[config.mk]
export PLATFORM = sky130hd
export DESIGN_NAME = sramRequestPort_flat
export DESIGN_NICKNAME = d
export VERILOG_FILES = /design/src/sramPkg.sv /design/src/sramBusIf.sv /design/src/sramRequestPort.sv /design/src/flat_wrapper.sv
export SDC_FILE = /design/constraint.sdc
export NUM_CORES = 1
export LEC_CHECK = 0
export ABC_AREA = 1
export ABC_CLOCK_PERIOD_IN_PS = 2100
export BUFFER_PORTS_ARGS = -buffer_cell sky130_fd_sc_hd__buf_4
export CORE_UTILIZATION = 41
export CTS_BUF_LIST = sky130_fd_sc_hd__clkbuf_16
export CTS_CLUSTER_DIAMETER = 150
export DETAILED_ROUTE_END_ITERATION = 7
export PLACE_DENSITY = 0.83
export SYNTH_ARGS = -nofsm -noshare
export SYNTH_HDL_FRONTEND = slang
export SYNTH_SLANG_ARGS = --single-unit
[constraint.sdc]
create_clock -name clk -period 2.1 [get_ports clk]
set_input_delay 0.42 -clock clk [delete_from_list [all_inputs] [get_ports clk]]
set_output_delay 0.42 -clock clk [all_outputs]
set_load 0.02 [all_outputs]
[src/sramPkg.sv]
`default_nettype none

package sramPkg;

	// one macro column per byte lane
	localparam int byteCount = 4;
	localparam int byteSize = 8;

	// word address of the whole array
	localparam int addressSize = 10;

	// address of a single 512 x 8 macro
	localparam int macroAddressSize = 9;

	// address bits above the macro range pick the bank
	localparam int bankAddressSize = addressSize - macroAddressSize;
	localparam int bankCount = 2 ** bankAddressSize;

	// rows in one macro
	localparam int macroDepth = 2 ** macroAddressSize;

	localparam int wordSize = byteSize * byteCount;

	// data word as seen by the host
	typedef logic [wordSize-1:0] word_t;

	// bit i enables byte i
	typedef logic [byteCount-1:0] mask_t;

	typedef logic [addressSize-1:0] address_t;
	typedef logic [macroAddressSize-1:0] macroAddress_t;

endpackage

`default_nettype wire

[src/sramBusIf.sv]
`default_nettype none

interface sramBusIf;

	import sramPkg::*;

	// registered request, driven by the request port
	logic select;
	logic writeEnable;
	mask_t writeMask;
	address_t address;
	word_t writeData;

	// macro output, valid the cycle after a read select
	word_t readData;

	// the return stage shares this view and only looks at readData
	modport requester (
		output select,
		output writeEnable,
		output writeMask,
		output address,
		output writeData,
		input readData
	);

	modport memory (
		input select,
		input writeEnable,
		input writeMask,
		input address,
		input writeData,
		output readData
	);

endinterface

`default_nettype wire

[src/sramRequestPort.sv]
`default_nettype none

module sramRequestPort (
		input wire clk,
		input wire rstN,

		// host strobes, one request per cycle with select high
		input wire select,
		input wire writeEnable,
		input wire sramPkg::mask_t writeMask,
		input wire sramPkg::address_t address,
		input wire sramPkg::word_t writeData,

		sramBusIf.requester bus,

		// read tag for the return stage
		output logic readIssued,
		output sramPkg::address_t issuedAddress
	);

	// sampled request is a read
	logic isRead;

	assign isRead = select && !writeEnable;

	// control, cleared on reset
	always_ff @(posedge clk) begin
		if (!rstN) begin
			bus.select <= 1'b0;
			readIssued <= 1'b0;
		end else begin
			bus.select <= select;
			readIssued <= isRead;
		end
	end

	// payload, loaded only when a request comes in
	always_ff @(posedge clk) begin
		if (select) begin
			bus.writeEnable <= writeEnable;
			bus.writeMask <= writeMask;
			bus.address <= address;
		end
	end

	// write data only matters for writes
	always_ff @(posedge clk) begin
		if (select && writeEnable) begin
			bus.writeData <= writeData;
		end
	end

	// keep the address of each read so it can travel with the data
	always_ff @(posedge clk) begin
		if (isRead) begin
			issuedAddress <= address;
		end
	end

endmodule

`default_nettype wire

[src/flat_wrapper.sv]
// flat-port wrapper written by rule: the top's interface ports become plain ports
module sramRequestPort_flat 
  (clk, rstN, select, writeEnable, writeMask, address, writeData, readIssued, issuedAddress, bus_select, bus_writeEnable, bus_writeMask, bus_address, bus_writeData, bus_readData);
  sramBusIf bus_i ();
  input wire clk;
  input wire rstN;
  input wire select;
  input wire writeEnable;
  input wire sramPkg::mask_t writeMask;
  input wire sramPkg::address_t address;
  input wire sramPkg::word_t writeData;
  output logic readIssued;
  output sramPkg::address_t issuedAddress;
  output wire logic [$bits(bus_i.select)-1:0] bus_select;
  output wire logic [$bits(bus_i.writeEnable)-1:0] bus_writeEnable;
  output wire logic [$bits(bus_i.writeMask)-1:0] bus_writeMask;
  output wire logic [$bits(bus_i.address)-1:0] bus_address;
  output wire logic [$bits(bus_i.writeData)-1:0] bus_writeData;
  input wire logic [$bits(bus_i.readData)-1:0] bus_readData;
  assign bus_select = bus_i.select;
  assign bus_writeEnable = bus_i.writeEnable;
  assign bus_writeMask = bus_i.writeMask;
  assign bus_address = bus_i.address;
  assign bus_writeData = bus_i.writeData;
  assign bus_i.readData = bus_readData;
  sramRequestPort u_core (.clk(clk), .rstN(rstN), .select(select), .writeEnable(writeEnable), .writeMask(writeMask), .address(address), .writeData(writeData), .bus(bus_i), .readIssued(readIssued), .issuedAddress(issuedAddress));
endmodule
Yosys cells after proc, flatten, opt, wreduce, memory -nomap -nowiden. Cells that the tools add are included.

Register bits: 59. Word-level logic and storage cells: 10.

Reductions and logical operators: 3.

Operator list (count): 1-bit logical AND (2); 1-bit logical NOT (1).

Logic depth before layout (Yosys ltp). Gate-level depths: netlist of run 1.

Depth after elaboration: 2. Depth in mapped cells: 2. Gate-level depth less buffers: 2.

Worst setup path before layout of run 1. OpenSTA, ideal clock, no wires.

Kind: input to register. Start: input writeEnable. End: register u_core.bus.writeData[0], enable pin. Buffers on the path: 0. Data arrival time: 1091 ps. Path slack: 622 ps. Stages: 2. Path through: nand2_1 > inv_1.

Longest elaborated chain between the ends: 1.

Ends and longest elaborated chain: start: declaration (line flat_wrapper.sv:8) `input wire writeEnable;`; 1-bit logical AND (line sramRequestPort.sv:48) `if (select && writeEnable) begin`; end: declaration (line sramBusIf.sv:23) `output writeData,`.

No other way between the ends. A chain may end at the register's enable or synchronous reset.

Worst setup path in the final report of run 1.
Start: register u_core.bus.writeData[13]. End: output bus_writeData[13].

RTL lines: end: declaration (line flat_wrapper.sv:18) `output wire logic [$bits(bus_i.writeData)-1:0] bus_writeData;`.

No word-level cell between the ends.

==> results.sh, run 1 <==
export IMPL_design_core_area_um2=4086
export IMPL_crit_path_max_incr_delay_ns=0.40
export IMPL_worst_path_dominant_cell_family="flip-flops"
export IMPL_grt_total_usage=0.1558
export IMPL_cts_reportedPaths_clkPinSlew_ns=0.05
export IMPL_worstHoldPathCells=1
export IMPL_worst_slew_pin_tran_ns=0.3849
export IMPL_detail_route_wirelength_um=3598
export IMPL_ctsLongestPathBuffers=2
export IMPL_post_synth_top_area_fraction=0.9613
export IMPL_detailedRoute_firstPassIterationCount=4
export IMPL_cp_data_required_time_ns=1.68
export IMPL_first_iter_violations=73
export IMPL_cts_inserted_buffers=9
export IMPL_globalRouteMet2Util=0.2710
export IMPL_ctsHtreeMaxLevel=3
export IMPL_worstSetupStartpointType="flop"
export IMPL_postSynth_asyncResetShare=0
export IMPL_io_buffer_count=108
export IMPL_grt_most_used_layer="met2"
export IMPL_timing_final_setup_violations=0
export IMPL_timing_hold_worst_start="writeData[12]"
export IMPL_cpMaxStageDelayCell="sky130_fd_sc_hd__edfxtp_1"
export IMPL_finalWorstPathRequiredPeriod_ns=1.305
export IMPL_synth_commonest_cells="sky130_fd_sc_hd__edfxtp_1 (57), sky130_fd_sc_hd__inv_1 (3), sky130_fd_sc_hd__dfxtp_1 (2), sky130_fd_sc_hd__nand2_1 (2)"
export IMPL_cell_internal_pwr_mw=2.303
export IMPL_grt_pass1_wl_um=4754
export IMPL_die_width_um=67.90
export IMPL_globalRoute_totalOverflow=0
export IMPL_io_pins=141
export IMPL_proportion_of_synthesized_chip_area_in_sequential_cells=0.9838
export IMPL_cts_sinks=59
export IMPL_yosysWarnings=0
export IMPL_std_cell_rows=23
export IMPL_maxSlewViolCount=0
export IMPL_worstHoldEndpoint="u_core.bus.writeData[12]"
export IMPL_power_leakage_nw=1.243
export IMPL_final_hold_viol_count=0
export IMPL_mean_cell_area_of_the_mapped_netlist_um2=26.98
export IMPL_post_cts_hold_buffer_count=0
export IMPL_cts_repair_timing_setup_buffer_count=0
export IMPL_yosys_top_cells_area="sky130_fd_sc_hd__edfxtp_1 (96%), sky130_fd_sc_hd__dfxtp_1 (2.2%), sky130_fd_sc_hd__inv_1 (0.63%)"
export IMPL_gp_routability_congestion=0.7336
export IMPL_portion_of_total_power_attributed_to_sequential_cells=0.482
export IMPL_comb_power_share=0.110
export IMPL_dieHeight_um=67.90
export IMPL_worstPathCellList="buf_4"
export IMPL_dr_total_vias=1081
export IMPL_setup_tns_final_ns=0
export IMPL_synthDominantAreaCellType="sky130_fd_sc_hd__edfxtp_1"
export IMPL_worst_path_max_fanout=1
export IMPL_via_per_inst=4.504
export IMPL_grt_start_max_net_pins=33
export IMPL_yosys_register_bits=59
export IMPL_post_synth_edffs=57
export IMPL_yosysUniqueCellTypes=6
export IMPL_yosys_most_used_dff="sky130_fd_sc_hd__edfxtp_1"
export IMPL_ant_nets=0
export IMPL_rsz0062_at_grt="false"
export IMPL_critical_path_class="flop to primary output"
export IMPL_netlist_instances=66
export IMPL_use_met1=0.1576
export IMPL_final_layout_size_suffix_gt1_frac=0.6474
export IMPL_power_share_switching=0.2130
export IMPL_arrival_ns=0.89
export IMPL_post_layout_net_count=269
export IMPL_clock_tree_from_tritoncts="yes"
export IMPL_hold_path_class="primary input to flop"
export IMPL_floorplan_die_area_um2=4610
export IMPL_maxSlewHeadroom=0.7434
export IMPL_initial_utilization=0.4357
export IMPL_insertedDiodeCount=0
export IMPL_grt_pass1_vias=1080
export IMPL_power_density_nw_per_um2=1003
export IMPL_drcViolationCount=0
export IMPL_post_synth_instance_area_um2=1780
export IMPL_finish_utilization=0.7137
export IMPL_cts_resized=0
export IMPL_wl_per_cell_um=14.99
export IMPL_count_of_maximum_capacitance_violations=0
export IMPL_switchingPower_mw=0.6234
export IMPL_result_of_the_run="finished clean"
export IMPL_area_growth_pct=63.81
export IMPL_root_buffer="sky130_fd_sc_hd__clkbuf_16"
export IMPL_max_clock_freq_mhz=766.3
export IMPL_number_of_antenna_violations_at_the_first_check_in_global_routing=0
export IMPL_synthMostInstantiatedCell="sky130_fd_sc_hd__edfxtp_1"
export IMPL_fin_crit_sh=0.6215
export IMPL_power_share_clock=0.409
export IMPL_path_buf_inv=1
export IMPL_worst_ir_drop_vdd_mv=0.5458
export IMPL_use_met3=0.06833
export IMPL_critPathCaptureType="primary output"
export IMPL_syn_nets=148
[logic make-up after synthesis]
kind of cell  count (synthesis)  synth area share
flops                        59            0.9838
simple gates                  4          0.009840
buf+inv                       3          0.006324
[routing by layer]
| layer | wire [µm] | part of all wire |
|---|---|---|
| met5 | 0 | 0 |
| met4 | 58 | 0.016 |
| met3 | 506 | 0.14 |
| met2 | 1755 | 0.49 |
| met1 | 1278 | 0.36 |
[cell usage in the layout (no fill, tap or decap)]
master	count
sky130_fd_sc_hd__clkinv_2	3
sky130_fd_sc_hd__clkbuf_16	9
sky130_fd_sc_hd__nor2_1	1
sky130_fd_sc_hd__nor2_2	1
sky130_fd_sc_hd__nand2_1	2
sky130_fd_sc_hd__dfxtp_1	2
sky130_fd_sc_hd__inv_1	3
sky130_fd_sc_hd__edfxtp_1	57
sky130_fd_sc_hd__buf_4	110
sky130_fd_sc_hd__clkinv_1	2
[final cells by class]
| type | instances | area (µm²) |
|---|---|---|
| inverters | 3 | 11.26 |
| flip-flops and latches | 59 | 1752 |
| well taps | 50 | 62.56 |
| clock buffers | 9 | 225.2 |
| multi-input cells | 4 | 17.52 |
| repair buffers | 110 | 825.8 |
| fillers | 273 | 1170 |
| clock inverters | 5 | 22.52 |
[power by group through the flow]
stage / combinational (mW) / sequential (mW) / clock (mW)
floorplan: 0.0136 / 1.53 / 0
global placement: 0.317 / 1.43 / 0
finish: 0.321 / 1.41 / 1.20
CTS: 0.325 / 1.41 / 1.21
global route: 0.338 / 1.42 / 1.26
detailed placement: 0.324 / 1.43 / 0
[state kept, by name, indices dropped and copies added, names as in the netlist]
name	count
u_core.readIssued	1
u_core.bus.writeMask	4
u_core.bus.address	10
u_core.issuedAddress	10
u_core.bus.writeData	32
u_core.bus.writeEnable	1
u_core.bus.select	1
[per-stage QoR]
step | worst slack [ns] | cell area, µm² | hold slack, ns | total power, mW | std cells
2_1_floorplan | 0.6219 | 1780 | 0.4869 | 1.547 | 66
3_3_place_gp | 0.6410 | 2669 | 0.5987 | 1.744 | 226
3_5_place_dp | 0.6063 | 2669 | 0.5994 | 1.756 | 226
4_1_cts | 0.7794 | 2917 | 0.2761 | 2.950 | 240
5_1_grt | 0.7748 | 2917 | 0.2740 | 3.013 | 240
6_report | 0.7950 | 2917 | 0.2817 | 2.926 | 240
[worst max path at each step]
stage | from | end | slack [ns] | cells past startpoint
after CTS | u_core.bus.writeData[13] | bus_writeData[13] | 0.78 | 1
after floorplan | writeEnable | u_core.bus.writeData[0] | 0.62 | 2
after detailed placement | select | u_core.bus.writeData[11] | 0.61 | 4
after global placement | select | u_core.bus.writeData[12] | 0.64 | 4
final | u_core.bus.writeData[13] | bus_writeData[13] | 0.79 | 1
after global routing | u_core.bus.writeData[13] | bus_writeData[13] | 0.77 | 1
Power figures use the tool's default switching activity.
==> run 2, diff against run 1 <==
--- a/config.mk
+++ b/config.mk
@@ -5,14 +5,14 @@
 export SDC_FILE = /design/constraint.sdc
 export NUM_CORES = 1
 export LEC_CHECK = 0
-export ABC_AREA = 1
-export ABC_CLOCK_PERIOD_IN_PS = 2100
+export ABC_AREA = 0
+export ABC_CLOCK_PERIOD_IN_PS = 1330
 export BUFFER_PORTS_ARGS = -buffer_cell sky130_fd_sc_hd__buf_4
-export CORE_UTILIZATION = 41
+export CORE_UTILIZATION = 38
 export CTS_BUF_LIST = sky130_fd_sc_hd__clkbuf_16
 export CTS_CLUSTER_DIAMETER = 150
 export DETAILED_ROUTE_END_ITERATION = 7
-export PLACE_DENSITY = 0.83
+export PLACE_DENSITY = 0.78
 export SYNTH_ARGS = -nofsm -noshare
 export SYNTH_HDL_FRONTEND = slang
 export SYNTH_SLANG_ARGS = --single-unit
==> constraint.sdc (replaced) <==
create_clock -name clk -period 1.33 [get_ports clk]
set_input_delay 0.266 -clock clk [delete_from_list [all_inputs] [get_ports clk]]
set_output_delay 0.266 -clock clk [all_outputs]
set_load 0.02 [all_outputs]
==> run 2 against run 1 <==
Compared with the run above: the flow now finishes with violations (design-rule violations); clock power is 73% higher; synthesized cell count is 4.5% lower; global-route usage is 0.45 points lower; die area is 7.9% higher; combinational power is 60% higher; highest routed layer unchanged; worst hold slack worse by 0.16 ns; utilization is 4.7 points lower; synthesized area is 0.21% higher; setup slack worse by 0.62 ns; critical path depth stayed put; sequential share of layout area is 0.94 points lower.
==> results.sh, run 2 <==
export IMPL_result_of_the_run="complete, but fails checks"
export IMPL_violated_checks="design-rule violations"
export IMPL_placed_instance_count=225
export IMPL_globalRoute_totalOverflow=0
export IMPL_cpMaxStageDelayCell="sky130_fd_sc_hd__edfxtp_1"
export IMPL_finalWorstSetupSlack_ns=0.1786
export IMPL_netlist_instances=63
export IMPL_synthMostInstantiatedCell="sky130_fd_sc_hd__edfxtp_1"
export IMPL_number_of_antenna_violations_at_the_first_check_in_global_routing=0
export IMPL_crit_startpoint="u_core.bus.address[2]"
export IMPL_count_of_maximum_capacitance_violations=0
export IMPL_max_clock_freq_mhz=868.5
export IMPL_cts_inserted_buffers=9
export IMPL_worstPathCellList="buf_4"
export IMPL_std_cell_rows=24
export IMPL_detailedRoute_firstPassIterationCount=6
export IMPL_first_iter_violations=83
export IMPL_worst_path_max_fanout=1
export IMPL_die_width_um=70.52
export IMPL_insertedDiodeCount=0
export IMPL_critPathCaptureType="primary output"
export IMPL_root_buffer="sky130_fd_sc_hd__clkbuf_16"
export IMPL_worst_ir_drop_vdd_mv=0.8786
export IMPL_post_cts_hold_buffer_count=0
export IMPL_timing_final_setup_violations=0
export IMPL_syn_nets=145
export IMPL_final_hold_viol_count=0
export IMPL_largest_family_of_logic_cells_by_synthesized_area="simple AND/OR/NAND/NOR gates"
export IMPL_placed_area_um2=2688
export IMPL_ctsHtreeMaxLevel=3
export IMPL_synth_area_mux_share=0
export IMPL_postLayoutCellArea_um2=2963
export IMPL_yosys_area_share_simple=0.01823
export IMPL_cts_resized=0
export IMPL_finalWorstPathRequiredPeriod_ns=1.151
export IMPL_cts_sinks=59
export IMPL_fin_crit_sh=0.8657
export IMPL_max_flop_register="u_core.bus.writeData"
export IMPL_grt_pass1_wl_um=5292
export IMPL_yosys_most_used_dff="sky130_fd_sc_hd__edfxtp_1"
export IMPL_maxSlewHeadroom=0.8313
export IMPL_wl_per_cell_um=14.80
export IMPL_yosysWarnings=0
export IMPL_worstHoldEndpoint="u_core.bus.writeData[6]"
export IMPL_worst_path_dominant_cell_family="flip-flops"
export IMPL_area_growth_pct=66.06
export IMPL_grt_pass1_vias=1147
export IMPL_synth_commonest_cells="sky130_fd_sc_hd__edfxtp_1 (57), sky130_fd_sc_hd__dfxtp_1 (2)"
export IMPL_post_synth_instance_area_um2=1784
export IMPL_setup_tns_final_ns=0
export IMPL_worstHoldPathCells=1
export IMPL_cts_reportedPaths_clkPinSlew_ns=0.05
export IMPL_mostFrequentLayoutCells="sky130_fd_sc_hd__buf_4 (109), sky130_fd_sc_hd__edfxtp_1 (57), sky130_fd_sc_hd__clkbuf_16 (9)"
export IMPL_power_density_nw_per_um2=1626
export IMPL_cp_data_required_time_ns=1.06
export IMPL_gp_routability_congestion=0.7366
export IMPL_floorplan_die_area_um2=4973
export IMPL_maxSlewViolCount=0
export IMPL_worstSetupStartpointType="flop"
export IMPL_detail_route_wirelength_um=3553
export IMPL_ant_nets=0
export IMPL_yosysUniqueCellTypes=6
export IMPL_grt_start_max_net_pins=33
export IMPL_io_buffer_count=108
export IMPL_worst_slew_pin_tran_ns=0.2531
export IMPL_synth_xor_area_frac=0
export IMPL_via_per_inst=4.479
export IMPL_postSynth_asyncResetShare=0
export IMPL_fin_cells=240
export IMPL_synthDominantAreaCellType="sky130_fd_sc_hd__edfxtp_1"
export IMPL_hold_path_class="primary input to flop"
export IMPL_cts_repair_timing_setup_buffer_count=0
export IMPL_placement_setup_worst_slack_ns=0.2505
export IMPL_timing_hold_worst_start="writeData[6]"
export IMPL_clock_tree_from_tritoncts="yes"
export IMPL_synth_compound_area_share=0
export IMPL_post_synth_top_area_fraction=0.9593
export IMPL_crit_path_max_incr_delay_ns=0.40
export IMPL_mean_cell_area_of_the_mapped_netlist_um2=28.32
export IMPL_largest_register_ff_count=32
export IMPL_critical_path_class="flop to primary output"
export IMPL_ctsLongestPathBuffers=2
export IMPL_final_layout_size_suffix_gt1_frac=0.6596
export IMPL_initial_utilization=0.4015
export IMPL_fin_hold_ws_ns=0.1253
export IMPL_yosys_register_bits=59
export IMPL_layout_commonest_cell="sky130_fd_sc_hd__buf_4"
export IMPL_finish_utilization=0.6667
export IMPL_yosys_top_cells_area="sky130_fd_sc_hd__edfxtp_1 (96%), sky130_fd_sc_hd__dfxtp_1 (2.2%), sky130_fd_sc_hd__and3b_2 (0.56%)"
export IMPL_proportion_of_synthesized_chip_area_in_sequential_cells=0.9818
export IMPL_arrival_ns=0.89
export IMPL_synth_adder_area_share=0
export IMPL_rsz0062_at_grt="false"
export IMPL_drcViolationCount=26
export IMPL_dieHeight_um=70.52
export IMPL_design_core_area_um2=4444
export IMPL_grt_total_usage=0.1513
export IMPL_post_synth_edffs=57
export IMPL_path_buf_inv=1
export IMPL_design_power_total_mw=4.817
export IMPL_power_leakage_nw=1.251
export IMPL_post_layout_net_count=266
export IMPL_io_pins=141
export IMPL_largestRegisters="u_core.bus.writeData: 32 flops, u_core.bus.address: 10 flops, u_core.issuedAddress: 10 flops"
export IMPL_dr_total_vias=1075
-- run 2: cell types whose count changed after synthesis --
| cell | change |
|---|---|
| sky130_fd_sc_hd__and2_1 | +1 |
| sky130_fd_sc_hd__and2b_2 | +1 |
| sky130_fd_sc_hd__nor2_1 | -1 |
| sky130_fd_sc_hd__and2_2 | +1 |
| sky130_fd_sc_hd__nand2_1 | -2 |
| sky130_fd_sc_hd__and3b_2 | +1 |
| sky130_fd_sc_hd__inv_1 | -3 |
| sky130_fd_sc_hd__nor2_2 | -1 |
-- run 2: cells by family (layout without fill, tap and decap cells) --
kind of cell	after synthesis	after routing
buf+inv	0	125
simple gates	4	4
flops	59	59
-- run 2: worst max path at each step --
stage / to / slack, ns / depth (start not counted)
floorplan: u_core.bus.writeData[0] / 0.21 / 1
global placement: u_core.issuedAddress[6] / 0.27 / 2
detailed placement: u_core.issuedAddress[4] / 0.25 / 2
CTS: bus_address[2] / 0.16 / 1
global route: bus_address[2] / 0.15 / 1
finish: bus_address[2] / 0.18 / 1
-- run 2: report_power, final --
group          internal, mW  switching [mW]
Clock                  1.40           0.681
Combinational         0.249           0.264
Sequential             2.19          0.0363
Total                  3.84           0.981
-- run 2: final cells by class --
class / instances / area (µm²)
sequential: 59 / 1752
fill: 320 / 1481
timing repair buffer: 110 / 838.3
clock buffer: 9 / 225.2
tap: 52 / 65.06
clock inverter: 6 / 50.05
multi-input combinational: 4 / 32.53
-- run 2: layer usage --
| layer | global-route usage | part of all wire |
|---|---|---|
| met5 | 0 | 0 |
| met4 | 0.1020 | 0.021 |
| met3 | 0.08081 | 0.15 |
| met2 | 0.2567 | 0.48 |
| met1 | 0.1392 | 0.35 |
==> run 3, diff against run 2 <==
--- a/config.mk
+++ b/config.mk
@@ -12,7 +12,7 @@
 export CTS_BUF_LIST = sky130_fd_sc_hd__clkbuf_16
 export CTS_CLUSTER_DIAMETER = 150
 export DETAILED_ROUTE_END_ITERATION = 7
-export PLACE_DENSITY = 0.78
+export PLACE_DENSITY = 0.83
 export SYNTH_ARGS = -nofsm -noshare
 export SYNTH_HDL_FRONTEND = slang
 export SYNTH_SLANG_ARGS = --single-unit
==> run 3 against run 2 <==
Compared with the run above: the run still ends with design-rule violations left; global-route usage increased by 0.84 points; first-iteration DRC count decreased by 18%; non-clock buffer count unchanged; final cell count increased by 0.42%; die area unchanged; wire length increased by 5.2%; combinational power about the same; critical path type unchanged.
==> results.sh, run 3 (same netlist as run 2, synthesis figures left out) <==
export IMPL_max_clock_freq_mhz=889.1
export IMPL_maxSlewHeadroom=0.8216
export IMPL_layout_commonest_cell="sky130_fd_sc_hd__buf_4"
export IMPL_worst_path_dominant_cell_family="flip-flops"
export IMPL_critical_path_class="flop to primary output"
export IMPL_final_hold_viol_count=0
export IMPL_area_growth_pct=66.20
export IMPL_power_leakage_nw=1.254
export IMPL_finish_utilization=0.6672
export IMPL_violated_checks="design-rule violations"
export IMPL_power_density_nw_per_um2=1620
export IMPL_cp_depth=1
export IMPL_first_iter_violations=68
export IMPL_critPathCaptureType="primary output"
export IMPL_ctsLongestPathBuffers=2
export IMPL_dieHeight_um=70.52
export IMPL_post_layout_net_count=266
export IMPL_gp_routability_congestion=0.6807
export IMPL_cts_reportedPaths_clkPinSlew_ns=0.05
export IMPL_cts_repair_timing_setup_buffer_count=0
export IMPL_ant_nets=0
export IMPL_worstPathCellList="buf_4"
export IMPL_post_cts_hold_buffer_count=0
export IMPL_insertedDiodeCount=0
export IMPL_count_of_maximum_capacitance_violations=0
export IMPL_die_width_um=70.52
export IMPL_path_buf_inv=1
export IMPL_timing_critical_path_to="bus_writeData[13]"
export IMPL_finalWorstPathRequiredPeriod_ns=1.125
export IMPL_area_sequential_um2=1752
export IMPL_crit_startpoint="u_core.bus.writeData[13]"
export IMPL_cts_inserted_buffers=9
export IMPL_grt_start_max_net_pins=33
export IMPL_std_cell_rows=24
export IMPL_ctsHtreeMaxLevel=3
export IMPL_io_pins=141
export IMPL_final_layout_size_suffix_gt1_frac=0.6508
export IMPL_largestRegisters="u_core.bus.writeData: 32 flops, u_core.bus.address: 10 flops, u_core.issuedAddress: 10 flops"
export IMPL_detailedRoute_firstPassIterationCount=6
export IMPL_cpMaxStageDelayCell="sky130_fd_sc_hd__edfxtp_1"
export IMPL_design_core_area_um2=4444
export IMPL_area_of_the_multi_input_gates_um2=32.53
export IMPL_cts_sinks=59
export IMPL_worstSetupStartpointType="flop"
export IMPL_clock_tree_from_tritoncts="yes"
export IMPL_crit_path_max_incr_delay_ns=0.38
export IMPL_floorplan_die_area_um2=4973
export IMPL_arrival_ns=0.86
export IMPL_detail_route_wirelength_um=3739
export IMPL_timing_final_setup_violations=0
export IMPL_dr_total_vias=1077
export IMPL_rsz0062_at_grt="false"
export IMPL_maxSlewViolCount=0
export IMPL_worst_path_max_fanout=1
export IMPL_grt_pass1_wl_um=5623
export IMPL_grt_pass1_vias=1165
export IMPL_worst_ir_drop_vdd_mv=0.8081
export IMPL_max_flop_register="u_core.bus.writeData"
export IMPL_result_of_the_run="complete, but fails checks"
export IMPL_worst_slew_pin_tran_ns=0.2676
export IMPL_hold_path_class="primary input to flop"
export IMPL_design_power_total_mw=4.803
export IMPL_root_buffer="sky130_fd_sc_hd__clkbuf_16"
export IMPL_largest_register_ff_count=32
export IMPL_io_buffer_count=108
export IMPL_fin_crit_sh=0.8457
export IMPL_cp_data_required_time_ns=1.06
export IMPL_fillerInstances=324
export IMPL_via_per_inst=4.469
export IMPL_mostFrequentLayoutCells="sky130_fd_sc_hd__buf_4 (109), sky130_fd_sc_hd__edfxtp_1 (57), sky130_fd_sc_hd__clkbuf_16 (9), sky130_fd_sc_hd__clkinv_1 (3), sky130_fd_sc_hd__inv_1 (3)"
export IMPL_wl_per_cell_um=15.51
export IMPL_setup_tns_final_ns=0
export IMPL_drcViolationCount=26
export IMPL_cts_resized=0
export IMPL_number_of_antenna_violations_at_the_first_check_in_global_routing=0
export IMPL_initial_utilization=0.4015
export IMPL_grt_total_usage=0.1597
export IMPL_globalRoute_totalOverflow=0
run 3: layout make-up:
type / instances / share of cell area
clock buffers: 9 / 0.07595
repair buffers: 110 / 0.2827
well taps: 52 / 0.02194
multi-input cells: 4 / 0.01097
clock inverters: 7 / 0.01772
flip-flops and latches: 59 / 0.5907
run 3: per-stage QoR:
| step | instance area (µm²) | hold slack [ns] | worst slack [ns] | instances |
|---|---|---|---|---|
| final | 2965 | 0.1305 | 0.2053 | 241 |
| after global routing | 2965 | 0.1193 | 0.1708 | 241 |
| after CTS | 2965 | 0.1229 | 0.1916 | 241 |
| after detailed placement | 2688 | 0.4455 | 0.2306 | 225 |
| after global placement | 2688 | 0.4446 | 0.2498 | 225 |
| after floorplan | 1784 | 0.3649 | 0.2052 | 63 |
run 3: worst min-delay path by stage:
stage,end,cells past startpoint,from
finish,u_core.bus.writeMask[0],1,writeMask[0]
global route,u_core.bus.writeData[6],1,writeData[6]
CTS,u_core.bus.writeMask[0],1,writeMask[0]
detailed placement,u_core.bus.writeData[16],1,writeData[16]
global placement,u_core.bus.writeData[24],1,writeData[24]
floorplan,u_core.bus.address[0],0,address[0]
run 3: routing by layer:
metal / part of all wire / track usage / vias to the layer above / wire, µm
met5: 0 / 0 / - / 0
met4: 0.013 / 0.06576 / 0 / 50
met3: 0.14 / 0.08225 / 5 / 529
met2: 0.54 / 0.2999 / 83 / 2017
met1: 0.31 / 0.1409 / 494 / 1141
li1: - / - / 495 / -
run 3: where the power goes:
group | switching, mW | internal, mW
clock network | 0.666 | 1.40
logic | 0.265 | 0.249
registers | 0.0345 | 2.19
total | 0.966 | 3.84
